--- src/hdl/io_pred_defs.svh ---
// I/O predication constants
// Address, port window and data sizes shared by the package and the RTL

`ifndef IO_PRED_DEFS_SVH
`define IO_PRED_DEFS_SVH

// ----------------------------------------------------------------------
// Address layout

// Width of one operand address word
`define IO_ADDR_WIDTH 10

// Number of memory-mapped ports on each side, read and write
`define IO_PORT_COUNT 4

// The port index sits in the low address bits
`define IO_PORT_INDEX_WIDTH 2

// Upper address bits that tag an address as belonging to the port window
`define IO_PORT_TAG_WIDTH (`IO_ADDR_WIDTH - `IO_PORT_INDEX_WIDTH)

// First address of the port window
// It is aligned to the port count, so a tag compare alone finds I/O
`define IO_PORT_BASE 10'h3F0

// ----------------------------------------------------------------------
// Payload

// Width of the data carried to a write port
`define IO_DATA_WIDTH 16

`endif
--- src/hdl/io_pred_pkg.sv ---
// I/O predication types
// Request bundle, the two views of an address word and the per-side result

`include "io_pred_defs.svh"

package io_pred_pkg;

    // ------------------------------------------------------------------
    // One instruction as the pipeline presents it each cycle

    typedef struct packed {
        logic                          valid;
        logic [`IO_ADDR_WIDTH-1:0]     read_addr;
        logic [`IO_ADDR_WIDTH-1:0]     write_addr;
        logic [`IO_DATA_WIDTH-1:0]     write_data;
    } io_request_t;

    // ------------------------------------------------------------------
    // Address word seen as a port access
    // The tag picks the window and the index picks a port inside it

    typedef struct packed {
        logic [`IO_PORT_TAG_WIDTH-1:0]   tag;
        logic [`IO_PORT_INDEX_WIDTH-1:0] index;
    } io_port_addr_t;

    // The same word is either a plain memory address or a port access
    typedef union packed {
        logic [`IO_ADDR_WIDTH-1:0] raw;
        io_port_addr_t             port;
    } io_addr_u;

    // ------------------------------------------------------------------
    // What one side reports to the ready gate at stage 2

    typedef struct packed {
        logic                      is_io;
        logic                      busy;
        logic [`IO_PORT_COUNT-1:0] select;
    } io_side_result_t;

endpackage

--- src/hdl/io_predication_top.sv ---
// I/O predication stage
// Read side and write side in parallel, merged by the ready gate two cycles later

`include "io_pred_defs.svh"

module io_predication_top (
    input  logic                      clock,
    input  logic                      rst_n,
    input  io_pred_pkg::io_request_t  request,
    input  logic [`IO_PORT_COUNT-1:0] read_status,
    input  logic [`IO_PORT_COUNT-1:0] write_status,
    output logic                      io_ready,
    output logic [`IO_PORT_COUNT-1:0] rden,
    output logic [`IO_PORT_COUNT-1:0] wren,
    output logic [`IO_DATA_WIDTH-1:0] wdata,
    output logic                      read_is_io
);

    import io_pred_pkg::*;

    // Both side results are aligned to stage 2
    io_side_result_t           read_result;
    io_side_result_t           write_result;
    logic [`IO_DATA_WIDTH-1:0] wdata_aligned;

    // ------------------------------------------------------------------
    // Sides

    io_read_predication i_read (
        .clock        (clock),
        .rst_n        (rst_n),
        .valid        (request.valid),
        .read_addr    (request.read_addr),
        .read_status  (read_status),
        .read_result  (read_result)
    );

    io_write_predication i_write (
        .clock         (clock),
        .rst_n         (rst_n),
        .valid         (request.valid),
        .write_addr    (request.write_addr),
        .write_data    (request.write_data),
        .write_status  (write_status),
        .write_result  (write_result),
        .wdata_aligned (wdata_aligned)
    );

    // ------------------------------------------------------------------
    // Gate, combinational

    io_ready_gate i_gate (
        .read_result   (read_result),
        .write_result  (write_result),
        .wdata_aligned (wdata_aligned),
        .io_ready      (io_ready),
        .rden          (rden),
        .wren          (wren),
        .wdata         (wdata),
        .read_is_io    (read_is_io)
    );

endmodule

--- src/hdl/io_ready_gate.sv ---
// I/O ready gate
// Merges both side results into io_ready and annuls the port enables on a stall

`include "io_pred_defs.svh"

module io_ready_gate (
    input  io_pred_pkg::io_side_result_t read_result,
    input  io_pred_pkg::io_side_result_t write_result,
    input  logic [`IO_DATA_WIDTH-1:0]    wdata_aligned,
    output logic                         io_ready,
    output logic [`IO_PORT_COUNT-1:0]    rden,
    output logic [`IO_PORT_COUNT-1:0]    wren,
    output logic [`IO_DATA_WIDTH-1:0]    wdata,
    output logic                         read_is_io
);

    // ------------------------------------------------------------------
    // Ready decision

    // The instruction goes ahead only if neither side hit a busy port
    assign io_ready = !(read_result.busy || write_result.busy);

    // ------------------------------------------------------------------
    // Enable annulling
    // A stalled instruction must not pop a read port or push a write port,
    // otherwise its replay would lose or duplicate port data

    logic [`IO_PORT_COUNT-1:0] keep_mask;

    assign keep_mask = {`IO_PORT_COUNT{io_ready}};

    assign rden = read_result.select  & keep_mask;
    assign wren = write_result.select & keep_mask;

    // ------------------------------------------------------------------
    // Pass-through to later stages

    // Data is only meaningful where wren is set
    assign wdata = wdata_aligned;

    // Decode reused downstream, reported even when stalled
    assign read_is_io = read_result.is_io;

endmodule

--- src/hdl/io_write_predication.sv ---
// I/O write predication
// Decides whether the write destination may touch its port, carrying the data along

`include "io_pred_defs.svh"

module io_write_predication (
    input  logic                         clock,
    input  logic                         rst_n,
    input  logic                         valid,
    input  logic [`IO_ADDR_WIDTH-1:0]    write_addr,
    input  logic [`IO_DATA_WIDTH-1:0]    write_data,
    input  logic [`IO_PORT_COUNT-1:0]    write_status,
    output io_pred_pkg::io_side_result_t write_result,
    output logic [`IO_DATA_WIDTH-1:0]    wdata_aligned
);

    import io_pred_pkg::*;

    // ------------------------------------------------------------------
    // Write ports are ready when not full
    // A full write port has no room, so it blocks the instruction

    localparam bit write_ready_level = 1'b0;

    // ------------------------------------------------------------------
    // Address view

    io_addr_u write_word;

    assign write_word.raw = write_addr;

    // ------------------------------------------------------------------
    // Port check, two cycles

    io_port_check #(
        .ready_high  (write_ready_level)
    ) i_write_check (
        .clock       (clock),
        .rst_n       (rst_n),
        .valid       (valid),
        .addr        (write_word),
        .port_status (write_status),
        .result      (write_result)
    );

    // ------------------------------------------------------------------
    // Data delay
    // Two registers match the checker, so data and enable reach the gate together

    logic [`IO_DATA_WIDTH-1:0] wdata_s1;

    // Plain payload, qualified later by wren
    always_ff @(posedge clock) begin
        wdata_s1      <= write_data;
        wdata_aligned <= wdata_s1;
    end

endmodule

--- src/hdl/io_read_predication.sv ---
// I/O read predication
// Decides whether the read operand may touch its port this instruction

`include "io_pred_defs.svh"

module io_read_predication (
    input  logic                         clock,
    input  logic                         rst_n,
    input  logic                         valid,
    input  logic [`IO_ADDR_WIDTH-1:0]    read_addr,
    input  logic [`IO_PORT_COUNT-1:0]    read_status,
    output io_pred_pkg::io_side_result_t read_result
);

    import io_pred_pkg::*;

    // ------------------------------------------------------------------
    // Read ports are ready when full
    // An empty read port has nothing to give, so it blocks the instruction

    localparam bit read_ready_level = 1'b1;

    // ------------------------------------------------------------------
    // Address view

    io_addr_u read_word;

    // The pipeline hands over a plain address; the checker wants the port view
    assign read_word.raw = read_addr;

    // ------------------------------------------------------------------
    // Port check
    // Its result lands at stage 2, which is where the gate expects it

    io_port_check #(
        .ready_high  (read_ready_level)
    ) i_read_check (
        .clock       (clock),
        .rst_n       (rst_n),
        .valid       (valid),
        .addr        (read_word),
        .port_status (read_status),
        .result      (read_result)
    );

    // read_result.is_io is kept past the gate
    // so later stages reuse the decode instead of comparing the address again

endmodule

--- src/hdl/io_port_check.sv ---
// I/O port check
// Two-stage decode of one address against the port window and its status

`include "io_pred_defs.svh"

module io_port_check #(
    // Status level at which a port counts as ready
    parameter bit ready_high = 1'b1
) (
    input  logic                         clock,
    input  logic                         rst_n,
    input  logic                         valid,
    input  io_pred_pkg::io_addr_u        addr,
    input  logic [`IO_PORT_COUNT-1:0]    port_status,
    output io_pred_pkg::io_side_result_t result
);

    // Window tag of the base address, taken from the upper address bits
    localparam logic [`IO_ADDR_WIDTH-1:0] base_addr = `IO_PORT_BASE;
    localparam logic [`IO_PORT_TAG_WIDTH-1:0] base_tag =
        base_addr[`IO_ADDR_WIDTH-1:`IO_PORT_INDEX_WIDTH];

    // ------------------------------------------------------------------
    // Stage 1: window compare, capture index and status

    logic                            s1_is_io;
    logic [`IO_PORT_INDEX_WIDTH-1:0] s1_index;
    logic [`IO_PORT_COUNT-1:0]       s1_status;

    // Only the I/O flag is control state
    always_ff @(posedge clock or negedge rst_n) begin
        if (!rst_n) begin
            s1_is_io <= 1'b0;
        end else begin
            s1_is_io <= valid && (addr.port.tag == base_tag);
        end
    end

    // Index and status are sampled on the same edge as the address
    always_ff @(posedge clock) begin
        s1_index  <= addr.port.index;
        s1_status <= port_status;
    end

    // ------------------------------------------------------------------
    // Stage 2: one-hot select and busy mask

    logic [`IO_PORT_COUNT-1:0] s1_onehot;
    logic                      s1_busy;

    // A non-I/O access selects no port at all
    assign s1_onehot = {`IO_PORT_COUNT{s1_is_io}} &
                       ({{(`IO_PORT_COUNT-1){1'b0}}, 1'b1} << s1_index);

    // The hit port stalls the instruction unless it sits at its ready level
    assign s1_busy = s1_is_io && (s1_status[s1_index] != ready_high);

    always_ff @(posedge clock or negedge rst_n) begin
        if (!rst_n) begin
            result.is_io  <= 1'b0;
            result.busy   <= 1'b0;
            result.select <= '0;
        end else begin
            result.is_io  <= s1_is_io;
            result.busy   <= s1_busy;
            result.select <= s1_onehot;
        end
    end

endmodule

--- config.mk ---
export PLATFORM = sky130hd
export DESIGN_NAME = io_predication_top
export DESIGN_NICKNAME = d
export VERILOG_FILES = /design/src/hdl/io_pred_pkg.sv /design/src/hdl/io_predication_top.sv /design/src/hdl/io_ready_gate.sv /design/src/hdl/io_write_predication.sv /design/src/hdl/io_read_predication.sv /design/src/hdl/io_port_check.sv
export VERILOG_INCLUDE_DIRS = /design/src /design/src/hdl
export SDC_FILE = /design/constraint.sdc
export NUM_CORES = 1
export LEC_CHECK = 0
export BUFFER_PORTS_ARGS = -buffer_cell sky130_fd_sc_hd__buf_2
export CAP_MARGIN = 20
export CORE_ASPECT_RATIO = 1.4
export CORE_MARGIN = 2
export CORE_UTILIZATION = 45
export CTS_BUF_LIST = sky130_fd_sc_hd__clkbuf_8 sky130_fd_sc_hd__clkbuf_16
export CTS_CLUSTER_DIAMETER = 40
export DETAILED_ROUTE_END_ITERATION = 10
export GPL_TIMING_DRIVEN = 0
export PLACE_DENSITY_LB_ADDON = 0.25
export SETUP_SLACK_MARGIN = 0.2
export SLEW_MARGIN = 20
export SYNTH_ARGS = -nofsm -noshare
export SYNTH_HDL_FRONTEND = slang
export SYNTH_SLANG_ARGS = --single-unit
--- constraint.sdc ---
create_clock -name clock -period 1.8 [get_ports clock]
set_input_delay 0.18 -clock clock [delete_from_list [all_inputs] [get_ports clock]]
set_output_delay 0.18 -clock clock [all_outputs]
set_load 0.03 [all_outputs]
# Yosys cells after proc, flatten, opt, wreduce, memory -nomap -nowiden
# Index checks and enable logic that the tools add are counted.
[totals]
elab_cells = 34
mem_bits_rw = 0
reg_bits = 57
rom_bits = 0
memories = 0
latchBits = 0
out_inout_bits = 26
[classes]
order_cmp = 2
n_reduce_logical = 6
bitwise_logic = 5
div = 0
addsub = 0
multipliers = 0
n_shift = 2
n_eq_ne = 2
muxes = 4
[op_table]
columns = ["cell", "n"]
rows = [
  ["$and A4 B4 Y4", 4],
  ["$eq A8 B8 Y1 const B", 2],
  ["$shl A1 B2 Y4 const A", 2],
  ["$lt A2 B3 Y1 const B", 2],
  ["$bmux W1 S2", 2],
  ["$logic_and A1 B1 Y1", 4],
  ["$mux W1", 2],
  ["$logic_not A1 Y1", 1],
  ["$logic_or A1 B1 Y1", 1],
  ["$not A1 Y1", 1],
]

# Longest topological paths before layout
# Gate-level depths: netlist (run 1).
[logic_depth]
depth_word = 4
depth_mapped = 2
ltp_nobuf = 2

# Hierarchy
# From an unflattened synthesis (run 1), not the netlist that was laid out.
[hier_totals]
hier_cells = 111
area_unflattened_um2 = 1647.8
[by_module_without_submodules]
columns = ["mod", "seq_area_each_um2", "area_each_um2", "n_inst", "cells_each"]
rows = [
  ["io_write_predication", 640.6, 640.6, 1, 32],
  ["io_port_check (i_read.i_read_check)", 295.3, 379.1, 1, 24],
  ["io_port_check (i_write.i_write_check)", 295.3, 374.1, 1, 27],
  ["io_ready_gate", 0.0, 254.0, 1, 28],
]

# Least setup slack after synthesis (run 1)
# No wires, ideal clock.
[synth_timing]
path_kind = "register to output"
from = "register i_write.i_write_check.result[4] (netlist bit)"
to = "output port rden[0]"
path_stages_with_launch = 3
t_arrival_ps = 1314
path_buffers = 0
setup_slack_ps = 306
required_ps = 1620
path_cell_list = "dfrtp_1 > nor2_1 > and2_1"
[synth_via]
elab_chain_len = 3
[synth_rtl]
columns = ["element", "line", "source"]
rows = [
  ["from (decl)", "io_port_check.sv:15", "output io_pred_pkg::io_side_result_t result"],
  ["$logic_or A1 B1 Y1", "io_ready_gate.sv:21", "assign io_ready = !(read_result.busy || write_result.busy);"],
  ["$logic_not A1 Y1", "io_ready_gate.sv:21", ""],
  ["named net io_ready", "io_predication_top.sv:12", "output logic io_ready,"],
  ["$and A4 B4 Y4", "io_ready_gate.sv:32", "assign rden = read_result.select & keep_mask;"],
  ["to (decl)", "io_predication_top.sv:13", "output logic [`IO_PORT_COUNT-1:0] rden,"],
]
# The timed path passes the listed nets, and every way through them passes these cells.

# Worst setup path in the final report (run 1)
[layout_timing]
from = "register i_write.i_write_check.result[4] (netlist bit)"
to = "output port rden[2]"
[layout_via]
elab_chain_len = 3
[layout_rtl]
columns = ["element", "line"]
rows = [
  ["$logic_or A1 B1 Y1", "io_ready_gate.sv:21"],
  ["$logic_not A1 Y1", "io_ready_gate.sv:21"],
  ["$and A4 B4 Y4", "io_ready_gate.sv:32"],
]
# No other way between the ends.

==> summary.txt, run 1 <==
Status = finished clean
Routability-driven placement congestion ratio = 0.661
Leading cell type by number of instances after synthesis = dfxtp_1
DRC = 0
Path type of the worst setup path = reg2out
Area enclosed by the die boundary = 3630 um^2
Element type at the critical path end = primary output
Grt ovf = 0
Share of final-layout standard cells stronger than drive strength 1 = 0.422
Gate Count Post-Synth = 91
Vias = 1,060
Required arrival time at the worst endpoint = 1620 ps
Least-Margin Pin Slew = 308 ps
Number of global-route vias before repair = 1,148
Final HPWL DP = 1.82 mm
Max Clock Skew = 2.73 ps
Min cycle time layout = 1440 ps
Arrival time of the worst setup path = 1260 ps
Sw power = 518 uW
Count of cells along the worst register-to-register path = 2
Setup-violating endpoint count in the final report = 0
Final Hold Fails = 0
Die Width = 51.5 um
Count of clock tree sinks = 57
Final core utilization = 0.746
Std-Cell Core Area = 3060 um^2
Most used standard cells in the synthesized netlist = dfxtp_1 (44), dfrtp_1 (13), and2_1 (8), nor2_1 (6), nand2_1 (4)
Leakage power summed over all cells = 1.16 nW
Starting DRT DRC Count = 14
Site Rows = 24
Element type at the critical path start = flop
Clock group share of total power = 0.389
HP Start = request[18]
Area used by sequential logic in the layout = 1210 um^2
Number of iterations in the first detailed-routing pass = 4
I/O Pins = 73
Number of buffers between clock root and the deepest sink = 2
Number of synthesized flops with an enable pin = 0
Worst flop-to-flop path endpoint = i_read.i_read_check.result[4]
Number of nets with antenna violations after detailed routing = 0
First-pass GRT wire length = 5.02 mm
Via-to-Cell Ratio = 4.33
I/O Buffers = 72
Clock tree root driver cell = clkbuf_8
R2R Setup Slk = 660 ps
Synth Cell Area = 1420 um^2
Area Overhead vs Synth = 60.8%
Proportion of synthesized chip area in sequential cells = 0.849
Number of antenna diodes = 0
Total area of multi-input combinational cells = 214 um^2
Cell type contributing the most total cell area after synthesis = dfxtp_1
Critical R2R Launch = i_read.i_read_check.s1_index[0]
Initial cell density of the core = 0.464
Post CTS Setup Buffer Count = 0
Final slew viol count = 0
Synthesized area per cell = 15.6 um^2
Worst-skew pair later-pin latency = 320 ps
Setup TNS = 0 ps
Min-Delay Path Class = in2reg
Internal = 1.96 mW
Maximum vdd drop = 0.937 mV
Ys flop type = dfxtp_1
Total of fill cells in the finished design = 201
Post-synthesis net count = 138
Met2 demand-to-capacity share in global routing = 0.368
Met3 usage = 0.115
Number of antenna violations at the first check in global routing = 0
Hold endpoint = i_write.i_write_check.s1_is_io
Number of warnings reported in the yosys synthesis log = 0
Chip Height = 70.5 um
Number of cells on the worst hold path = 2
Total power per unit cell area = 1080 nW/um^2
Share of total power in combinational logic = 0.071
Busiest layer in global routing = met2
Share of the synthesized area in the top cell type = 0.620
Number of synthesized register bits = 57
Synth area leaders = dfxtp_1 (62%), dfrtp_1 (23%), and2_1 (3.5%), mux4_2 (1.6%), nor2_1 (1.6%)
CTS H-tree lvls = 3
Total chip power = 2.48 mW
RSZ-0062 raised after global routing = false
Clock tree from TritonCTS = done
Layout net count = 250
Routed WL per cell = 12.9 um
Worst-path maximum fanout = 9
CTS Buf Count = 9
Async set-reset flop share out of synthesis = 0.228
Sequential Power Share = 0.540
Clock-pin slew on the worst setup and hold paths = 60 ps
M1 GR Usage = 0.170
Largest net degree at the start of global routing = 14
Synth cell types = 16
Maximum frequency from static timing analysis = 0.692 GHz
Routed WL = 3.17 mm
Switching Share = 0.209
Global router's overall resource usage = 0.203
Maximum Capacitance Violations = 0
Portion of the clock cycle consumed by the worst path in the final layout = 0.802
Max transition margin = 0.793
==> placed cells by master, fill, tap and decap left out <==
cell type	synthesis	final
inv_1	1	4
nor2_1	6	5
dlygate4sd3_1	0	29
dfrtp_1	13	13
nor2_2	0	1
o22ai_1	1	1
nor3b_1	1	1
and3_2	1	1
nor4_1	2	2
buf_2	0	72
mux2i_1	2	2
nand2_1	4	4
mux4_2	1	1
and2_1	8	8
and3b_2	1	1
nor2b_1	1	1
clkbuf_8	0	11
nand4_1	2	2
nand2b_1	3	3
dfxtp_1	44	44
==> power by group through the flow <==
stage,clock (mW),sequential [mW],combinational [mW]
after global routing,1.04,1.34,0.190
after detailed placement,0,1.36,0.124
after floorplan,0,1.40,0.0120
after CTS,0.989,1.34,0.173
after global placement,0,1.36,0.121
final,0.963,1.34,0.177
==> worst max-delay path, stage by stage, from the launching register on <==
cell and delay (ps):
dfrtp_1 370, nor2_2 220, and2_1 160, buf_2 190
==> what timing repair did <==
item,4_1_cts,5_1_grt
endpoints found under the setup margin,0,8
endpoints found under the hold margin,41,0
gates resized for setup,0,1
hold buffers,29,0
==> worst max-delay path by stage <==
stage                                          startpoint      end  slack [ps]  cells past startpoint
after global placement    i_write.i_write_check.result[4]  rden[1]         620                      3
after global routing      i_write.i_write_check.result[4]  rden[2]         230                      3
after CTS                 i_write.i_write_check.result[4]  rden[2]         210                      3
after detailed placement  i_write.i_write_check.result[4]  rden[2]         570                      3
final                     i_write.i_write_check.result[4]  rden[2]         360                      3
after floorplan           i_write.i_write_check.result[4]  rden[0]         310                      2
==> logic make-up (layout without fill, tap and decap cells) <==
kind of cell | after synthesis | after routing | synth area share
multiplexers | 3 | 3 | 0.0299
AO/OA/AOI/OAI | 1 | 1 | 0.00440
flip-flops | 57 | 57 | 0.849
AND/OR/NAND/NOR | 29 | 29 | 0.114
buffers and inverters | 1 | 116 | 0.00264
==> layout make-up <==
type,count,share of cell area
well taps,39,0.0213
inverters,1,0.00164
clock buffers,11,0.0662
flip-flops and latches,57,0.528
clock inverters,3,0.00493
repair buffers,101,0.285
multi-input cells,33,0.0936
==> per-layer routing <==
metal | part of all wire | wire length [um]
met5 | 0 | 0
met2 | 0.56 | 1790
met3 | 0.099 | 315
met4 | 0.015 | 48
met1 | 0.32 | 1010
==> through the flow <==
step / setup slack (ps) / area [um^2] / cells / hold slack, ps
2_1_floorplan: 306 / 1420 / 91 / -116
3_3_place_gp: 625 / 1830 / 202 / 66.2
3_5_place_dp: 566 / 1830 / 202 / 71.2
4_1_cts: 214 / 2280 / 245 / 1.10
5_1_grt: 226 / 2290 / 245 / 9.08
6_report: 356 / 2290 / 245 / 26.8
==> flip-flops by register name, summed over array words and instances (netlist names) <==
name,cells
i_write.wdata_aligned,16
i_write.wdata_s1,16
i_read.i_read_check.result,6
i_write.i_write_check.result,5
i_read.i_read_check.s1_status,4
i_write.i_write_check.s1_status,4
i_read.i_read_check.s1_index,2
i_write.i_write_check.s1_index,2
i_read.i_read_check.s1_is_io,1
i_write.i_write_check.s1_is_io,1
Note: power is estimated with default switching activity, not from simulation.
==> inputs of run 2 (changes only) <==
CORE_UTILIZATION = 43   (was 45)
clock period = 1.4 ns   (was 1.8 ns; I/O delays follow)
==> run 2 against run 1 <==
  * Cell area up 5.8%
  * Core utilization rose by 2.8 points
  * Register-to-register slack lost 370 ps
  * Critical path type unchanged
  * Critical endpoint is now rden[1]
==> summary.txt, run 2 (synthesis results as in run 1) <==
Status = finished clean
Min-Delay Path Class = in2reg
Final slew viol count = 0
Leakage power summed over all cells = 1.20 nW
Max transition margin = 0.817
Maximum frequency from static timing analysis = 0.749 GHz
Die Width = 52.6 um
Element type at the critical path start = flop
RSZ-0062 raised after global routing = true
Portion of the clock cycle consumed by the worst path in the final layout = 0.954
Path type of the worst setup path = reg2out
Most frequent cells in the layout = buf_2 (63), dfxtp_1 (44), dlygate4sd3_1 (31)
Worst-path maximum fanout = 4
I/O Buffers = 72
CTS Buf Count = 9
Initial cell density of the core = 0.455
Final HPWL DP = 1.79 mm
Site Rows = 24
Least-Margin Pin Slew = 271 ps
Element type at the critical path end = primary output
Post-route non-filler standard cell count = 250
Maximum vdd drop = 1.47 mV
Most common cell after layout, fill and taps aside = buf_2
Routed WL = 3.20 mm
Number of iterations in the first detailed-routing pass = 4
Maximum Capacitance Violations = 0
Number of buffers between clock root and the deepest sink = 2
Grt ovf = 0
Share of final-layout standard cells stronger than drive strength 1 = 0.455
Layout net count = 253
Final Hold Fails = 0
Largest net degree at the start of global routing = 14
Total of fill cells in the finished design = 194
Arrival time of the worst setup path = 1200 ps
Starting DRT DRC Count = 5
Number of placed cells counting well taps = 202
Std-Cell Core Area = 3120 um^2
DRC = 0
CTS H-tree lvls = 3
Number of global-route vias before repair = 1,170
Setup TNS = 0 ps
Area enclosed by the die boundary = 3790 um^2
Largest regs = i_write.wdata_aligned x16, i_write.wdata_s1 x16, i_read.i_read_check.result x6
Number of antenna violations at the first check in global routing = 0
Clock tree from TritonCTS = done
First-pass GRT wire length = 4.97 mm
Routed WL per cell = 12.8 um
Area Overhead vs Synth = 70.2%
Vias = 1,071
Setup-violating endpoint count in the final report = 0
Via-to-Cell Ratio = 4.28
Total power per unit cell area = 1380 nW/um^2
I/O Pins = 73
Clock-pin slew on the worst setup and hold paths = 50 ps
Max Clock Skew = 5.26 ps
Number of nets with antenna violations after detailed routing = 0
Count of clock tree sinks = 57
Worst-skew pair later-pin latency = 310 ps
Global router's overall resource usage = 0.191
Clock tree root driver cell = clkbuf_8
Min cycle time layout = 1340 ps
Required arrival time at the worst endpoint = 1260 ps
Chip Height = 72.0 um
Routability-driven placement congestion ratio = 0.736
Final hold slack = 66.6 ps
Number of antenna diodes = 0
[run 2: layout make-up]
cell class / instances / area [um^2] / area share
flip-flops and latches: 57 / 1210 / 0.499
inverters: 1 / 3.75 / 0.00155
repair buffers: 103 / 727 / 0.301
well taps: 39 / 48.8 / 0.0202
clock inverters: 3 / 13.8 / 0.00569
clock buffers: 13 / 179 / 0.0740
multi-input cells: 34 / 240 / 0.0993
[run 2: path summary, 6_finish.rpt]
kind                                            startpoint                             to  slack, ps  depth (start not counted)
setup / recovery             i_read.i_read_check.result[4]                        rden[1]         60                          3
hold / removal                                 request[34]   i_read.i_read_check.s1_is_io         70                          3
setup reg to reg           i_read.i_read_check.s1_index[0]  i_read.i_read_check.result[4]        290                          2
hold reg to reg                       i_write.wdata_s1[11]      i_write.wdata_aligned[11]        330                          0
max in group asynchronous                            rst_n  i_read.i_read_check.result[3]        930                          2
min in group asynchronous                            rst_n  i_read.i_read_check.result[1]        250                          2
[run 2: layer usage]
metal | GRT usage | vias to the layer above | share of wire
li1 | - | 524 | -
met1 | 0.173 | 478 | 0.33
met2 | 0.339 | 59 | 0.57
met3 | 0.0782 | 10 | 0.075
met4 | 0.120 | 0 | 0.025
met5 | 0 | - | 0
[run 2: timing repair]
item / CTS / global route
pin swaps: 3 / 3
gates resized for setup: 15 / 9
setup endpoints to repair: 9 / 9
hold endpoints to repair: 43 / 0
buffers inserted: 0 / 0
hold buffers: 31 / 0
gates cloned: 1 / 0
[run 2: metrics by stage]
| stage | setup WS [ps] | total power [mW] | util | instance area [um^2] |
|---|---|---|---|---|
| global route | 9.20 | 3.49 | 0.774 | 2420 |
| floorplan | 277 | 1.81 | - | 1430 |
| CTS | 65.7 | 3.35 | 0.766 | 2390 |
| detailed placement | 292 | 1.91 | 0.589 | 1840 |
| global placement | 304 | 1.90 | 0.589 | 1840 |
| finish | 64.7 | 3.34 | 0.774 | 2420 |
[run 2: where the power goes]
| group | switching, mW | total, mW | internal, mW |
|---|---|---|---|
| clock network | 0.562 | 1.38 | 0.823 |
| logic | 0.104 | 0.233 | 0.129 |
| registers | 0.0227 | 1.72 | 1.70 |
[run 2: worst max-delay path, stage by stage (launching register included)]
cell     delay (ps)
dfrtp_1         430
nor2_4          180
and2_4          160
buf_6           120
